[config.mk]
export PLATFORM = sky130hd
export DESIGN_NAME = controller_flat
export DESIGN_NICKNAME = d
export VERILOG_FILES = /design/src/common/mips_pkg.sv /design/src/common/ctrl_if.sv /design/src/controller.sv /design/src/flat_wrapper.sv
export VERILOG_INCLUDE_DIRS = /design/src /design/src/common
export SDC_FILE = /design/constraint.sdc
export NUM_CORES = 1
export LEC_CHECK = 0
export ABC_AREA = 1
export BUFFER_PORTS_ARGS = -buffer_cell sky130_fd_sc_hd__buf_2
export CORE_AREA = 2 2 39 41
export DETAILED_ROUTE_END_ITERATION = 7
export DIE_AREA = 0 0 41 43
export SLEW_MARGIN = 15
export SYNTH_ARGS = -nofsm -noshare
export SYNTH_HDL_FRONTEND = slang
export SYNTH_SLANG_ARGS = --single-unit
[constraint.sdc]
create_clock -name vclk -period 2.35
set_clock_uncertainty 0.1 [all_clocks]
set_input_delay 0.47 -clock vclk [all_inputs]
set_output_delay 0.47 -clock vclk [all_outputs]
set_load 0.01 [all_outputs]
[src/common/mips_params.svh]
`ifndef MIPS_PARAMS_SVH
`define MIPS_PARAMS_SVH

// data path and address width
`define MIPS_WORD_BITS 32

// architectural registers, r0 included
`define MIPS_REG_COUNT 32

// data memory words, indexed by address bits 7:2
`define MIPS_DMEM_WORDS 64

`endif

[src/common/mips_pkg.sv]
`include "mips_params.svh"

package mips_pkg;

        typedef logic [`MIPS_WORD_BITS-1:0] wordT;

        ////////////////////
        // instruction fields
        ////////////////////
        typedef enum logic [5:0] {
                rType = 6'b000000,
                j     = 6'b000010,
                beq   = 6'b000100,
                bne   = 6'b000101,
                addi  = 6'b001000,
                slti  = 6'b001010,
                andi  = 6'b001100,
                ori   = 6'b001101,
                xori  = 6'b001110,
                lui   = 6'b001111,
                lw    = 6'b100011,
                sw    = 6'b101011
        } opcodeT;

        typedef enum logic [5:0] {
                fnAdd = 6'b100000,
                fnSub = 6'b100010,
                fnAnd = 6'b100100,
                fnOr  = 6'b100101,
                fnSlt = 6'b101010
        } functT;

        typedef enum logic [2:0] {
                aluAdd,
                aluSub,
                aluAnd,
                aluOr,
                aluXor,
                aluSlt,         // signed compare
                aluLui          // b low half into upper 16 bits
        } aluOpT;

        typedef enum logic [1:0] {
                fetchReq,
                fetchWaitAckLow,
                execute
        } fetchStateT;

endpackage

[src/common/ctrl_if.sv]
`timescale 1ns/100ps

interface ctrlIf;

        mips_pkg::opcodeT opcode;       // instr[31:26]
        mips_pkg::functT  funct;        // instr[5:0]
        logic             regDst;       // write rd, not rt
        logic             aluSrc;       // immediate as operand b
        logic             memToReg;     // write back load data
        logic             regWrite;
        logic             memWrite;
        logic             branch;
        logic             branchNe;     // take on not-equal
        logic             jump;
        logic             signExt;      // else zero-extend
        mips_pkg::aluOpT  aluOp;

        modport controller (
                input  opcode, funct,
                output regDst, aluSrc, memToReg, regWrite, memWrite,
                output branch, branchNe, jump, signExt, aluOp
        );

        modport datapath (
                output opcode, funct,
                input  regDst, aluSrc, memToReg, regWrite, memWrite,
                input  branch, branchNe, jump, signExt, aluOp
        );

endinterface

[src/controller.sv]
`timescale 1ns/100ps

module controller (
        ctrlIf.controller ctrl
);

        always_comb begin
                // unknown opcodes fall through as a no-op
                ctrl.regDst   = 1'b0;
                ctrl.aluSrc   = 1'b0;
                ctrl.memToReg = 1'b0;
                ctrl.regWrite = 1'b0;
                ctrl.memWrite = 1'b0;
                ctrl.branch   = 1'b0;
                ctrl.branchNe = 1'b0;
                ctrl.jump     = 1'b0;
                ctrl.signExt  = 1'b1;
                ctrl.aluOp    = mips_pkg::aluAdd;

                case (ctrl.opcode)
                        mips_pkg::rType: begin
                                ctrl.regDst   = 1'b1;
                                ctrl.regWrite = 1'b1;
                                case (ctrl.funct)
                                        mips_pkg::fnAdd: ctrl.aluOp = mips_pkg::aluAdd;
                                        mips_pkg::fnSub: ctrl.aluOp = mips_pkg::aluSub;
                                        mips_pkg::fnAnd: ctrl.aluOp = mips_pkg::aluAnd;
                                        mips_pkg::fnOr:  ctrl.aluOp = mips_pkg::aluOr;
                                        mips_pkg::fnSlt: ctrl.aluOp = mips_pkg::aluSlt;
                                        default:         ctrl.regWrite = 1'b0;  // no-op funct
                                endcase
                        end
                        mips_pkg::addi, mips_pkg::slti, mips_pkg::lui: begin
                                ctrl.aluSrc   = 1'b1;
                                ctrl.regWrite = 1'b1;
                                if (ctrl.opcode == mips_pkg::slti)
                                        ctrl.aluOp = mips_pkg::aluSlt;
                                else if (ctrl.opcode == mips_pkg::lui)
                                        ctrl.aluOp = mips_pkg::aluLui;
                        end
                        mips_pkg::andi, mips_pkg::ori, mips_pkg::xori: begin
                                ctrl.aluSrc   = 1'b1;
                                ctrl.regWrite = 1'b1;
                                ctrl.signExt  = 1'b0;           // logical imm is zero-extended
                                if (ctrl.opcode == mips_pkg::andi)
                                        ctrl.aluOp = mips_pkg::aluAnd;
                                else if (ctrl.opcode == mips_pkg::ori)
                                        ctrl.aluOp = mips_pkg::aluOr;
                                else
                                        ctrl.aluOp = mips_pkg::aluXor;
                        end
                        mips_pkg::lw: begin
                                ctrl.aluSrc   = 1'b1;           // base + offset
                                ctrl.memToReg = 1'b1;
                                ctrl.regWrite = 1'b1;
                        end
                        mips_pkg::sw: begin
                                ctrl.aluSrc   = 1'b1;
                                ctrl.memWrite = 1'b1;
                        end
                        mips_pkg::beq, mips_pkg::bne: begin
                                ctrl.branch   = 1'b1;
                                ctrl.branchNe = (ctrl.opcode == mips_pkg::bne);
                                ctrl.aluOp    = mips_pkg::aluSub;   // zero flag means equal
                        end
                        mips_pkg::j: begin
                                ctrl.jump     = 1'b1;
                        end
                        default: begin
                                ctrl.regWrite = 1'b0;
                        end
                endcase
        end

endmodule

[src/flat_wrapper.sv]
// flat-port wrapper written by rule: the top's interface ports become plain ports
module controller_flat 
  (ctrl_opcode, ctrl_funct, ctrl_regDst, ctrl_aluSrc, ctrl_memToReg, ctrl_regWrite, ctrl_memWrite, ctrl_branch, ctrl_branchNe, ctrl_jump, ctrl_signExt, ctrl_aluOp);
  ctrlIf ctrl_i ();
  input wire logic [$bits(ctrl_i.opcode)-1:0] ctrl_opcode;
  input wire logic [$bits(ctrl_i.funct)-1:0] ctrl_funct;
  output wire logic [$bits(ctrl_i.regDst)-1:0] ctrl_regDst;
  output wire logic [$bits(ctrl_i.aluSrc)-1:0] ctrl_aluSrc;
  output wire logic [$bits(ctrl_i.memToReg)-1:0] ctrl_memToReg;
  output wire logic [$bits(ctrl_i.regWrite)-1:0] ctrl_regWrite;
  output wire logic [$bits(ctrl_i.memWrite)-1:0] ctrl_memWrite;
  output wire logic [$bits(ctrl_i.branch)-1:0] ctrl_branch;
  output wire logic [$bits(ctrl_i.branchNe)-1:0] ctrl_branchNe;
  output wire logic [$bits(ctrl_i.jump)-1:0] ctrl_jump;
  output wire logic [$bits(ctrl_i.signExt)-1:0] ctrl_signExt;
  output wire logic [$bits(ctrl_i.aluOp)-1:0] ctrl_aluOp;
  assign ctrl_i.opcode = ctrl_opcode;
  assign ctrl_i.funct = ctrl_funct;
  assign ctrl_regDst = ctrl_i.regDst;
  assign ctrl_aluSrc = ctrl_i.aluSrc;
  assign ctrl_memToReg = ctrl_i.memToReg;
  assign ctrl_regWrite = ctrl_i.regWrite;
  assign ctrl_memWrite = ctrl_i.memWrite;
  assign ctrl_branch = ctrl_i.branch;
  assign ctrl_branchNe = ctrl_i.branchNe;
  assign ctrl_jump = ctrl_i.jump;
  assign ctrl_signExt = ctrl_i.signExt;
  assign ctrl_aluOp = ctrl_i.aluOp;
  controller u_core (.ctrl(ctrl_i));
endmodule
Yosys cells after proc, flatten, opt, wreduce, memory -nomap -nowiden
Cells that the tools add are included.
{"block": "word_totals", "reg_bits": 0, "input_bits": 12, "out_inout_bits": 12, "word_cells": 39}
{"block": "classes", "n_eq_ne": 16, "n_mux": 16, "reduce_logical": 7}
{"cell": "equality test 6 bit, second input constant", "n": 7}
{"cell": "equality test 6 x 4 -> 1 bit, second input constant", "n": 6}
{"cell": "one-hot mux 3 bit (4 select lines)", "n": 2}
{"cell": "equality test 6 x 3 -> 1 bit, second input constant", "n": 2}
{"cell": "2-to-1 mux 3 bit", "n": 4}
{"cell": "2-to-1 mux 1 bit", "n": 9}
{"cell": "OR reduction 8 bit", "n": 1}
{"cell": "OR reduction 7 bit", "n": 1}
{"cell": "equality test 6 x 2 -> 1 bit, second input constant", "n": 1}
{"cell": "logical NOT 6 bit", "n": 1}
{"cell": "OR reduction 3 bit", "n": 2}
{"cell": "OR reduction 5 bit", "n": 1}
{"cell": "one-hot mux 1 bit (2 select lines)", "n": 1}
{"cell": "OR reduction 2 bit", "n": 1}

Logic depth before layout (Yosys ltp)
Gate-level depths: netlist of run 1.
{"block": "depth", "depth_word": 4, "ltp_mapped": 7, "mapped_depth_nobuf": 7}

Least setup slack after synthesis of run 1
No wires, ideal clock.
{"block": "synth_timing", "path_kind": "input-to-output", "start": "input ctrl_opcode[3]", "end": "output ctrl_jump", "t_arrival_ps": 1073, "t_required_ps": 1780, "path_slack_ps": 707, "cell_stages": 3, "n_path_buf": 0, "cell_sequence": "nor2_1 > inv_1 > nor4_1"}
{"block": "synth_via", "elab_chain_cells": 2}
{"item": "start: declaration", "line": "flat_wrapper.sv:5", "source": "input wire logic [$bits(ctrl_i.opcode)-1:0] ctrl_opcode;"}
{"item": "equality test 6 x 2 -> 1 bit", "line": "controller.sv:20", "source": "case (ctrl.opcode)"}
{"item": "2-to-1 mux 1 bit", "line": "controller.sv:20"}
{"item": "end: declaration", "line": "flat_wrapper.sv:14", "source": "output wire logic [$bits(ctrl_i.jump)-1:0] ctrl_jump;"}
No other way between the ends.

Worst setup path after layout of run 1
{"block": "layout_timing", "start": "input ctrl_opcode[1]", "end": "output ctrl_regWrite"}
{"block": "layout_via", "elab_chain_cells": 3, "word_cells_on_any_way": 10, "cone_classes": "eq/ne (7); mux (1); reduce/logical (2)"}
{"item": "equality test 6 bit / equality test 6 x 4 -> 1 bit (equally long branches)", "line": "controller.sv:20"}
{"item": "OR reduction 7 bit (no source line)"}
{"item": "one-hot mux 1 bit (2 select lines) (*)", "line": "controller.sv:20"}
{"item": "end: declaration", "line": "flat_wrapper.sv:10", "source": "output wire logic [$bits(ctrl_i.regWrite)-1:0] ctrl_regWrite;"}
Every way passes the cells marked *; elsewhere a longest branch is shown, timed or not.

==> flow_metrics.env, run 1 <==
export IMPL_status="completed"
export IMPL_post_drt_wl_per_cell_um=8.22
export IMPL_post_synth_top_count_cell="sky130_fd_sc_hd__nand3_1"
export IMPL_critical_path_class="input port to output pin"
export IMPL_io_pins=24
export IMPL_die_area_um2=1760
export IMPL_clockBufferCount=0
export IMPL_start_kind="input port"
export IMPL_synthSimpleGateAreaFrac_pct=77.1
export IMPL_initial_antenna_violation_count=0
export IMPL_final_cells=108
export IMPL_synth_common_cells="17 x sky130_fd_sc_hd__nand3_1, 16 x sky130_fd_sc_hd__inv_1, 15 x sky130_fd_sc_hd__nor2_1"
export IMPL_synthesis_area_per_instance_um2=4.51
export IMPL_worstPathRequired_ps=1780
export IMPL_drt_initial_drc_count=2
export IMPL_synth_distinct_cells=9
export IMPL_via_count_of_the_first_global_routing_pass=378
export IMPL_layout_nets=106
export IMPL_io_buffer_count=24
export IMPL_post_synth_inst_count=68
export IMPL_worst_slew_pin_slew_ps=237
export IMPL_net_switching_power_mw=0.0326
export IMPL_route_antenna_remaining_nets=0
export IMPL_post_synthesis_compound_gate_area_fraction_pct=3.27
export IMPL_hold_violations=0
export IMPL_areaGrowthSynthToFinish_pct=45.7
export IMPL_first_pass_grt_wire_length_um=1360
export IMPL_number_of_flip_flops_and_latches=0
export IMPL_yosysTopAreaCellShare_pct=27.8
export IMPL_drv_cap=0
export IMPL_irDropWorstVdd_mv=0.0374
export IMPL_maxSlewViolCount=0
export IMPL_timing_final_setup_violations=0
export IMPL_mux_contribution_to_synthesized_area_pct=0
export IMPL_synth_top_family_by_area="simple AND/OR/NAND/NOR gates"
export IMPL_die_height_um=43
export IMPL_gpl_wtd_cong=0.863
export IMPL_overflow=0
export IMPL_worst_hold_path_endpoint="ctrl_jump"
export IMPL_f_max_mhz=532
export IMPL_max_slew_margin_pct=84.0
export IMPL_rsz0062_at_grt="no"
export IMPL_yosys_area_share_adder_pct=0
export IMPL_power_share_clock_pct=0
export IMPL_finalCriticalPeriod_ps=1880
export IMPL_drive_gt1_share_pct=32.6
export IMPL_critPathArrivalTime_ps=1310
export IMPL_cellPowerDensity_nw_per_um2=117
export IMPL_floorplan_core_area_um2=1380
export IMPL_min_delay_start="ctrl_opcode[0]"
export IMPL_ctsHoldBuffers=0
export IMPL_synth_xor_area_share_pct=0
export IMPL_hold_depth=3
export IMPL_tritonroute_pass_1_iters=4
export IMPL_p_leak_nw=0.317
export IMPL_number_of_gates_resized_after_cts=0
export IMPL_grt_start_max_net_pins=8
export IMPL_totalWireLength_um=888
export IMPL_power_internal_mw=0.0196
export IMPL_mappedNetlistArea_um2=307
export IMPL_endpoint_kind="output pin"
export IMPL_sw_share_pct=62.5
export IMPL_worst_path_max_fanout=6
export IMPL_worst_hold_path_type="input port to output pin"
export IMPL_antenna_diode_count=0
export IMPL_final_min_period_over_clock_period_pct=80.0
export IMPL_post_cts_buffers=0
export IMPL_synth_net_count=80
export IMPL_synth_largest_area_cell="sky130_fd_sc_hd__nand3_1"
export IMPL_initial_utilization_pct=22.2
export IMPL_ys_warnings=0
export IMPL_power_share_combinational_pct=100.0
export IMPL_place_detailed_instances=108
export IMPL_site_row_count=14
export IMPL_synth_seq_area_share_pct=0
export IMPL_vias=479
export IMPL_yosys_top_cells_area="sky130_fd_sc_hd__nand3_1 28%, sky130_fd_sc_hd__inv_1 20%, sky130_fd_sc_hd__nor2_1 18%"
export IMPL_setup_tns_ps=0
export IMPL_vias_per_cell=4.44
export IMPL_grt_usage_pct=10.1
export IMPL_fp_dieW_um=41
export IMPL_final_seq_area_um2=0
export IMPL_number_of_drc_violations_after_detailed_routing=0
export IMPL_power_frac_seq_pct=0
export IMPL_dp_hpwl_um=781
## placed cells by master, fill, tap and decap left out
cell                      netlist  routed
sky130_fd_sc_hd__nor2_2         1       1
sky130_fd_sc_hd__buf_2          0      24
sky130_fd_sc_hd__inv_1         16      16
sky130_fd_sc_hd__nand3_1       17      17
sky130_fd_sc_hd__nand2_1       11      11
sky130_fd_sc_hd__nand2_2        3       3
sky130_fd_sc_hd__nor4_1         1       1
sky130_fd_sc_hd__nor2_4         2       2
sky130_fd_sc_hd__o21ai_0        2       2
sky130_fd_sc_hd__nor2_1        15      15
## routing by layer
layer | share of wire, % | global-route usage, %
met1 | 47 | 13.9
met2 | 43 | 17.8
met3 | 10 | 0
met4 | 0 | 0
met5 | 0 | 0
## logic make-up (layout without fill, tap and decap cells)
kind of cell,after synthesis,in the layout
AO/OA/AOI/OAI,2,2
buffers and inverters,16,40
AND/OR/NAND/NOR,50,50
## area by class of cell
type	instances	area, µm²
Tap cell	16	20.0
Fill cell	172	937
Inverter	16	60.1
Multi-Input combinational cell	52	246
Timing Repair Buffer	24	120
## how the worst max path moves through the flow
stage,start,end,slack (ps),depth (start not counted)
floorplan,ctrl_opcode[3],ctrl_jump,710,3
global placement,ctrl_opcode[1],ctrl_regWrite,470,8
detailed placement,ctrl_funct[4],ctrl_aluOp[2],470,7
CTS,ctrl_funct[4],ctrl_aluOp[2],470,7
global route,ctrl_opcode[1],ctrl_aluSrc,350,8
finish,ctrl_opcode[1],ctrl_regWrite,470,8
## worst max-delay path, stage by stage
cell	delay [ps]
sky130_fd_sc_hd__buf_2	120
sky130_fd_sc_hd__inv_1	130
sky130_fd_sc_hd__nor2_1	80
sky130_fd_sc_hd__nand3_1	100
sky130_fd_sc_hd__nand3_1	80
sky130_fd_sc_hd__nor2_1	130
sky130_fd_sc_hd__nand2_1	60
sky130_fd_sc_hd__buf_2	130
## metrics by stage
step	instance area, µm²	hold WS [ps]	power, mW	setup slack [ps]	util, %
global placement	447	1200	0.0514	475	32.3
global route	447	1210	0.0586	347	32.3
finish	447	1200	0.0521	470	32.3
CTS	447	1190	0.0522	474	32.3
detailed placement	447	1190	0.0519	470	32.3
floorplan	307	893	0.0280	707	-
## power groups by stage
stage / Combinational (mW) / Sequential, mW / Clock, mW
finish: 0.0521 / 0 / 0
CTS: 0.0522 / 0 / 0
detailed placement: 0.0519 / 0 / 0
global placement: 0.0514 / 0 / 0
floorplan: 0.0280 / 0 / 0
global route: 0.0586 / 0 / 0
Note: power is estimated with default switching activity, not from simulation.
==> run 2: changes to the inputs <==
- clock period: 2.35 -> 1.9 ns (I/O delays scaled with it)
==> flow_metrics.env, run 2 (synthesis results as in run 1) <==
export IMPL_cells_along_the_critical_path="buf_2 > inv_1 > nor2_1 > nand3_1 > nand3_1 > nor2_1 > nand2_1 > buf_2"
export IMPL_finalCriticalPeriod_ps=1690
export IMPL_final_cells=108
export IMPL_worst_hold_path_endpoint="ctrl_jump"
export IMPL_number_of_gates_resized_after_cts=0
export IMPL_footprint_of_the_multi_input_gates_um2=246
export IMPL_layout_nets=106
export IMPL_status="completed"
export IMPL_post_drt_wl_per_cell_um=7.98
export IMPL_floorplan_core_area_um2=1380
export IMPL_min_delay_start="ctrl_opcode[0]"
export IMPL_fp_dieW_um=41
export IMPL_totalWireLength_um=862
export IMPL_tritonroute_pass_1_iters=1
export IMPL_cp_slowest_cell="sky130_fd_sc_hd__inv_1"
export IMPL_worst_path_max_fanout=6
export IMPL_post_route_util_pct=32.3
export IMPL_number_of_flip_flops_and_latches=0
export IMPL_areaGrowthSynthToFinish_pct=45.7
export IMPL_hold_depth=3
export IMPL_rsz0062_at_grt="no"
export IMPL_vias_per_cell=4.26
export IMPL_die_height_um=43
export IMPL_drt_initial_drc_count=0
export IMPL_layout_filler_cells=167
export IMPL_vias=460
export IMPL_start_kind="input port"
export IMPL_worst_hold_path_type="input port to output pin"
export IMPL_endpoint_kind="output pin"
export IMPL_number_of_drc_violations_after_detailed_routing=0
export IMPL_drv_cap=0
export IMPL_critical_path_depth=8
export IMPL_f_max_mhz=593
export IMPL_hold_violations=0
export IMPL_drive_gt1_share_pct=32.6
export IMPL_most_used_cells_in_the_layout_excluding_fill_and_tap_cells="24 x sky130_fd_sc_hd__buf_2, 17 x sky130_fd_sc_hd__nand3_1, 16 x sky130_fd_sc_hd__inv_1, 15 x sky130_fd_sc_hd__nor2_1, 11 x sky130_fd_sc_hd__nand2_1"
export IMPL_via_count_of_the_first_global_routing_pass=373
export IMPL_place_detailed_instances=108
export IMPL_antenna_diode_count=0
export IMPL_worst_slew_pin_slew_ps=235
export IMPL_first_pass_grt_wire_length_um=1330
export IMPL_maxSlewViolCount=0
export IMPL_cellPowerDensity_nw_per_um2=143
export IMPL_irDropWorstVdd_mv=0.0530
export IMPL_clockBufferCount=0
export IMPL_worst_path_dominant_cell_family="simple AND/OR/NAND/NOR gates"
export IMPL_overflow=0
export IMPL_die_area_um2=1760
export IMPL_dp_hpwl_um=770
export IMPL_layout_commonest_cell="sky130_fd_sc_hd__buf_2"
export IMPL_max_slew_margin_pct=84.2
export IMPL_initial_utilization_pct=22.2
export IMPL_p_leak_nw=0.317
export IMPL_setup_tns_ps=0
export IMPL_final_seq_area_um2=0
export IMPL_critical_path_max_stage_delay_ps=130
export IMPL_critical_path_class="input port to output pin"
export IMPL_ctsHoldBuffers=0
export IMPL_final_min_period_over_clock_period_pct=88.7
export IMPL_worstPathRequired_ps=1420
export IMPL_critPathArrivalTime_ps=1210
export IMPL_io_pins=24
export IMPL_site_row_count=14
export IMPL_timing_final_setup_violations=0
export IMPL_grt_start_max_net_pins=8
export IMPL_timing_critical_path_buf_inv=3
export IMPL_grt_usage_pct=9.79
export IMPL_initial_antenna_violation_count=0
export IMPL_post_cts_buffers=0
export IMPL_gpl_wtd_cong=0.863
export IMPL_route_antenna_remaining_nets=0
export IMPL_io_buffer_count=24
## run 2: layout make-up
type | instances | area share, %
multi-input combinational | 52 | 55.2
inverter | 16 | 13.4
tap | 16 | 4.48
timing repair buffer | 24 | 26.9
## run 2: tightest hold or removal path: cells and delay by family
kind          cells  cell delay, ps
buf+inv           2             280
simple gates      1              70
## run 2: how the worst max path moves through the flow
stage | from | end
after global routing | ctrl_funct[5] | ctrl_aluOp[2]
after global placement | ctrl_opcode[1] | ctrl_regWrite
after floorplan | ctrl_opcode[3] | ctrl_jump
after CTS | ctrl_opcode[1] | ctrl_aluSrc
after detailed placement | ctrl_funct[4] | ctrl_aluOp[2]
final | ctrl_opcode[1] | ctrl_regWrite
## run 2: per-stage QoR
stage,area (µm²),hold slack [ps],setup WS [ps],power (mW)
floorplan,307,713,437,0.0347
global placement,447,1020,205,0.0636
detailed placement,447,1010,213,0.0642
CTS,447,1010,215,0.0645
global route,447,1020,101,0.0726
finish,447,1010,214,0.0641
## run 2: power breakdown
| group | switching [mW] | internal, mW | leakage, nW |
|---|---|---|---|
| sequential | 0 | 0 | 0 |
| clock | 0 | 0 | 0 |
| combinational | 0.0398 | 0.0242 | 0.317 |
| total | 0.0398 | 0.0242 | 0.317 |
## run 2: routing by layer
metal | share of wire [%] | vias to the layer above | global-route usage (%)
met3 | 8.4 | 0 | 0
met5 | 0 | - | 0
met1 | 50 | 186 | 13.6
met2 | 42 | 16 | 17.2
met4 | 0 | 0 | 0
li1 | - | 258 | -
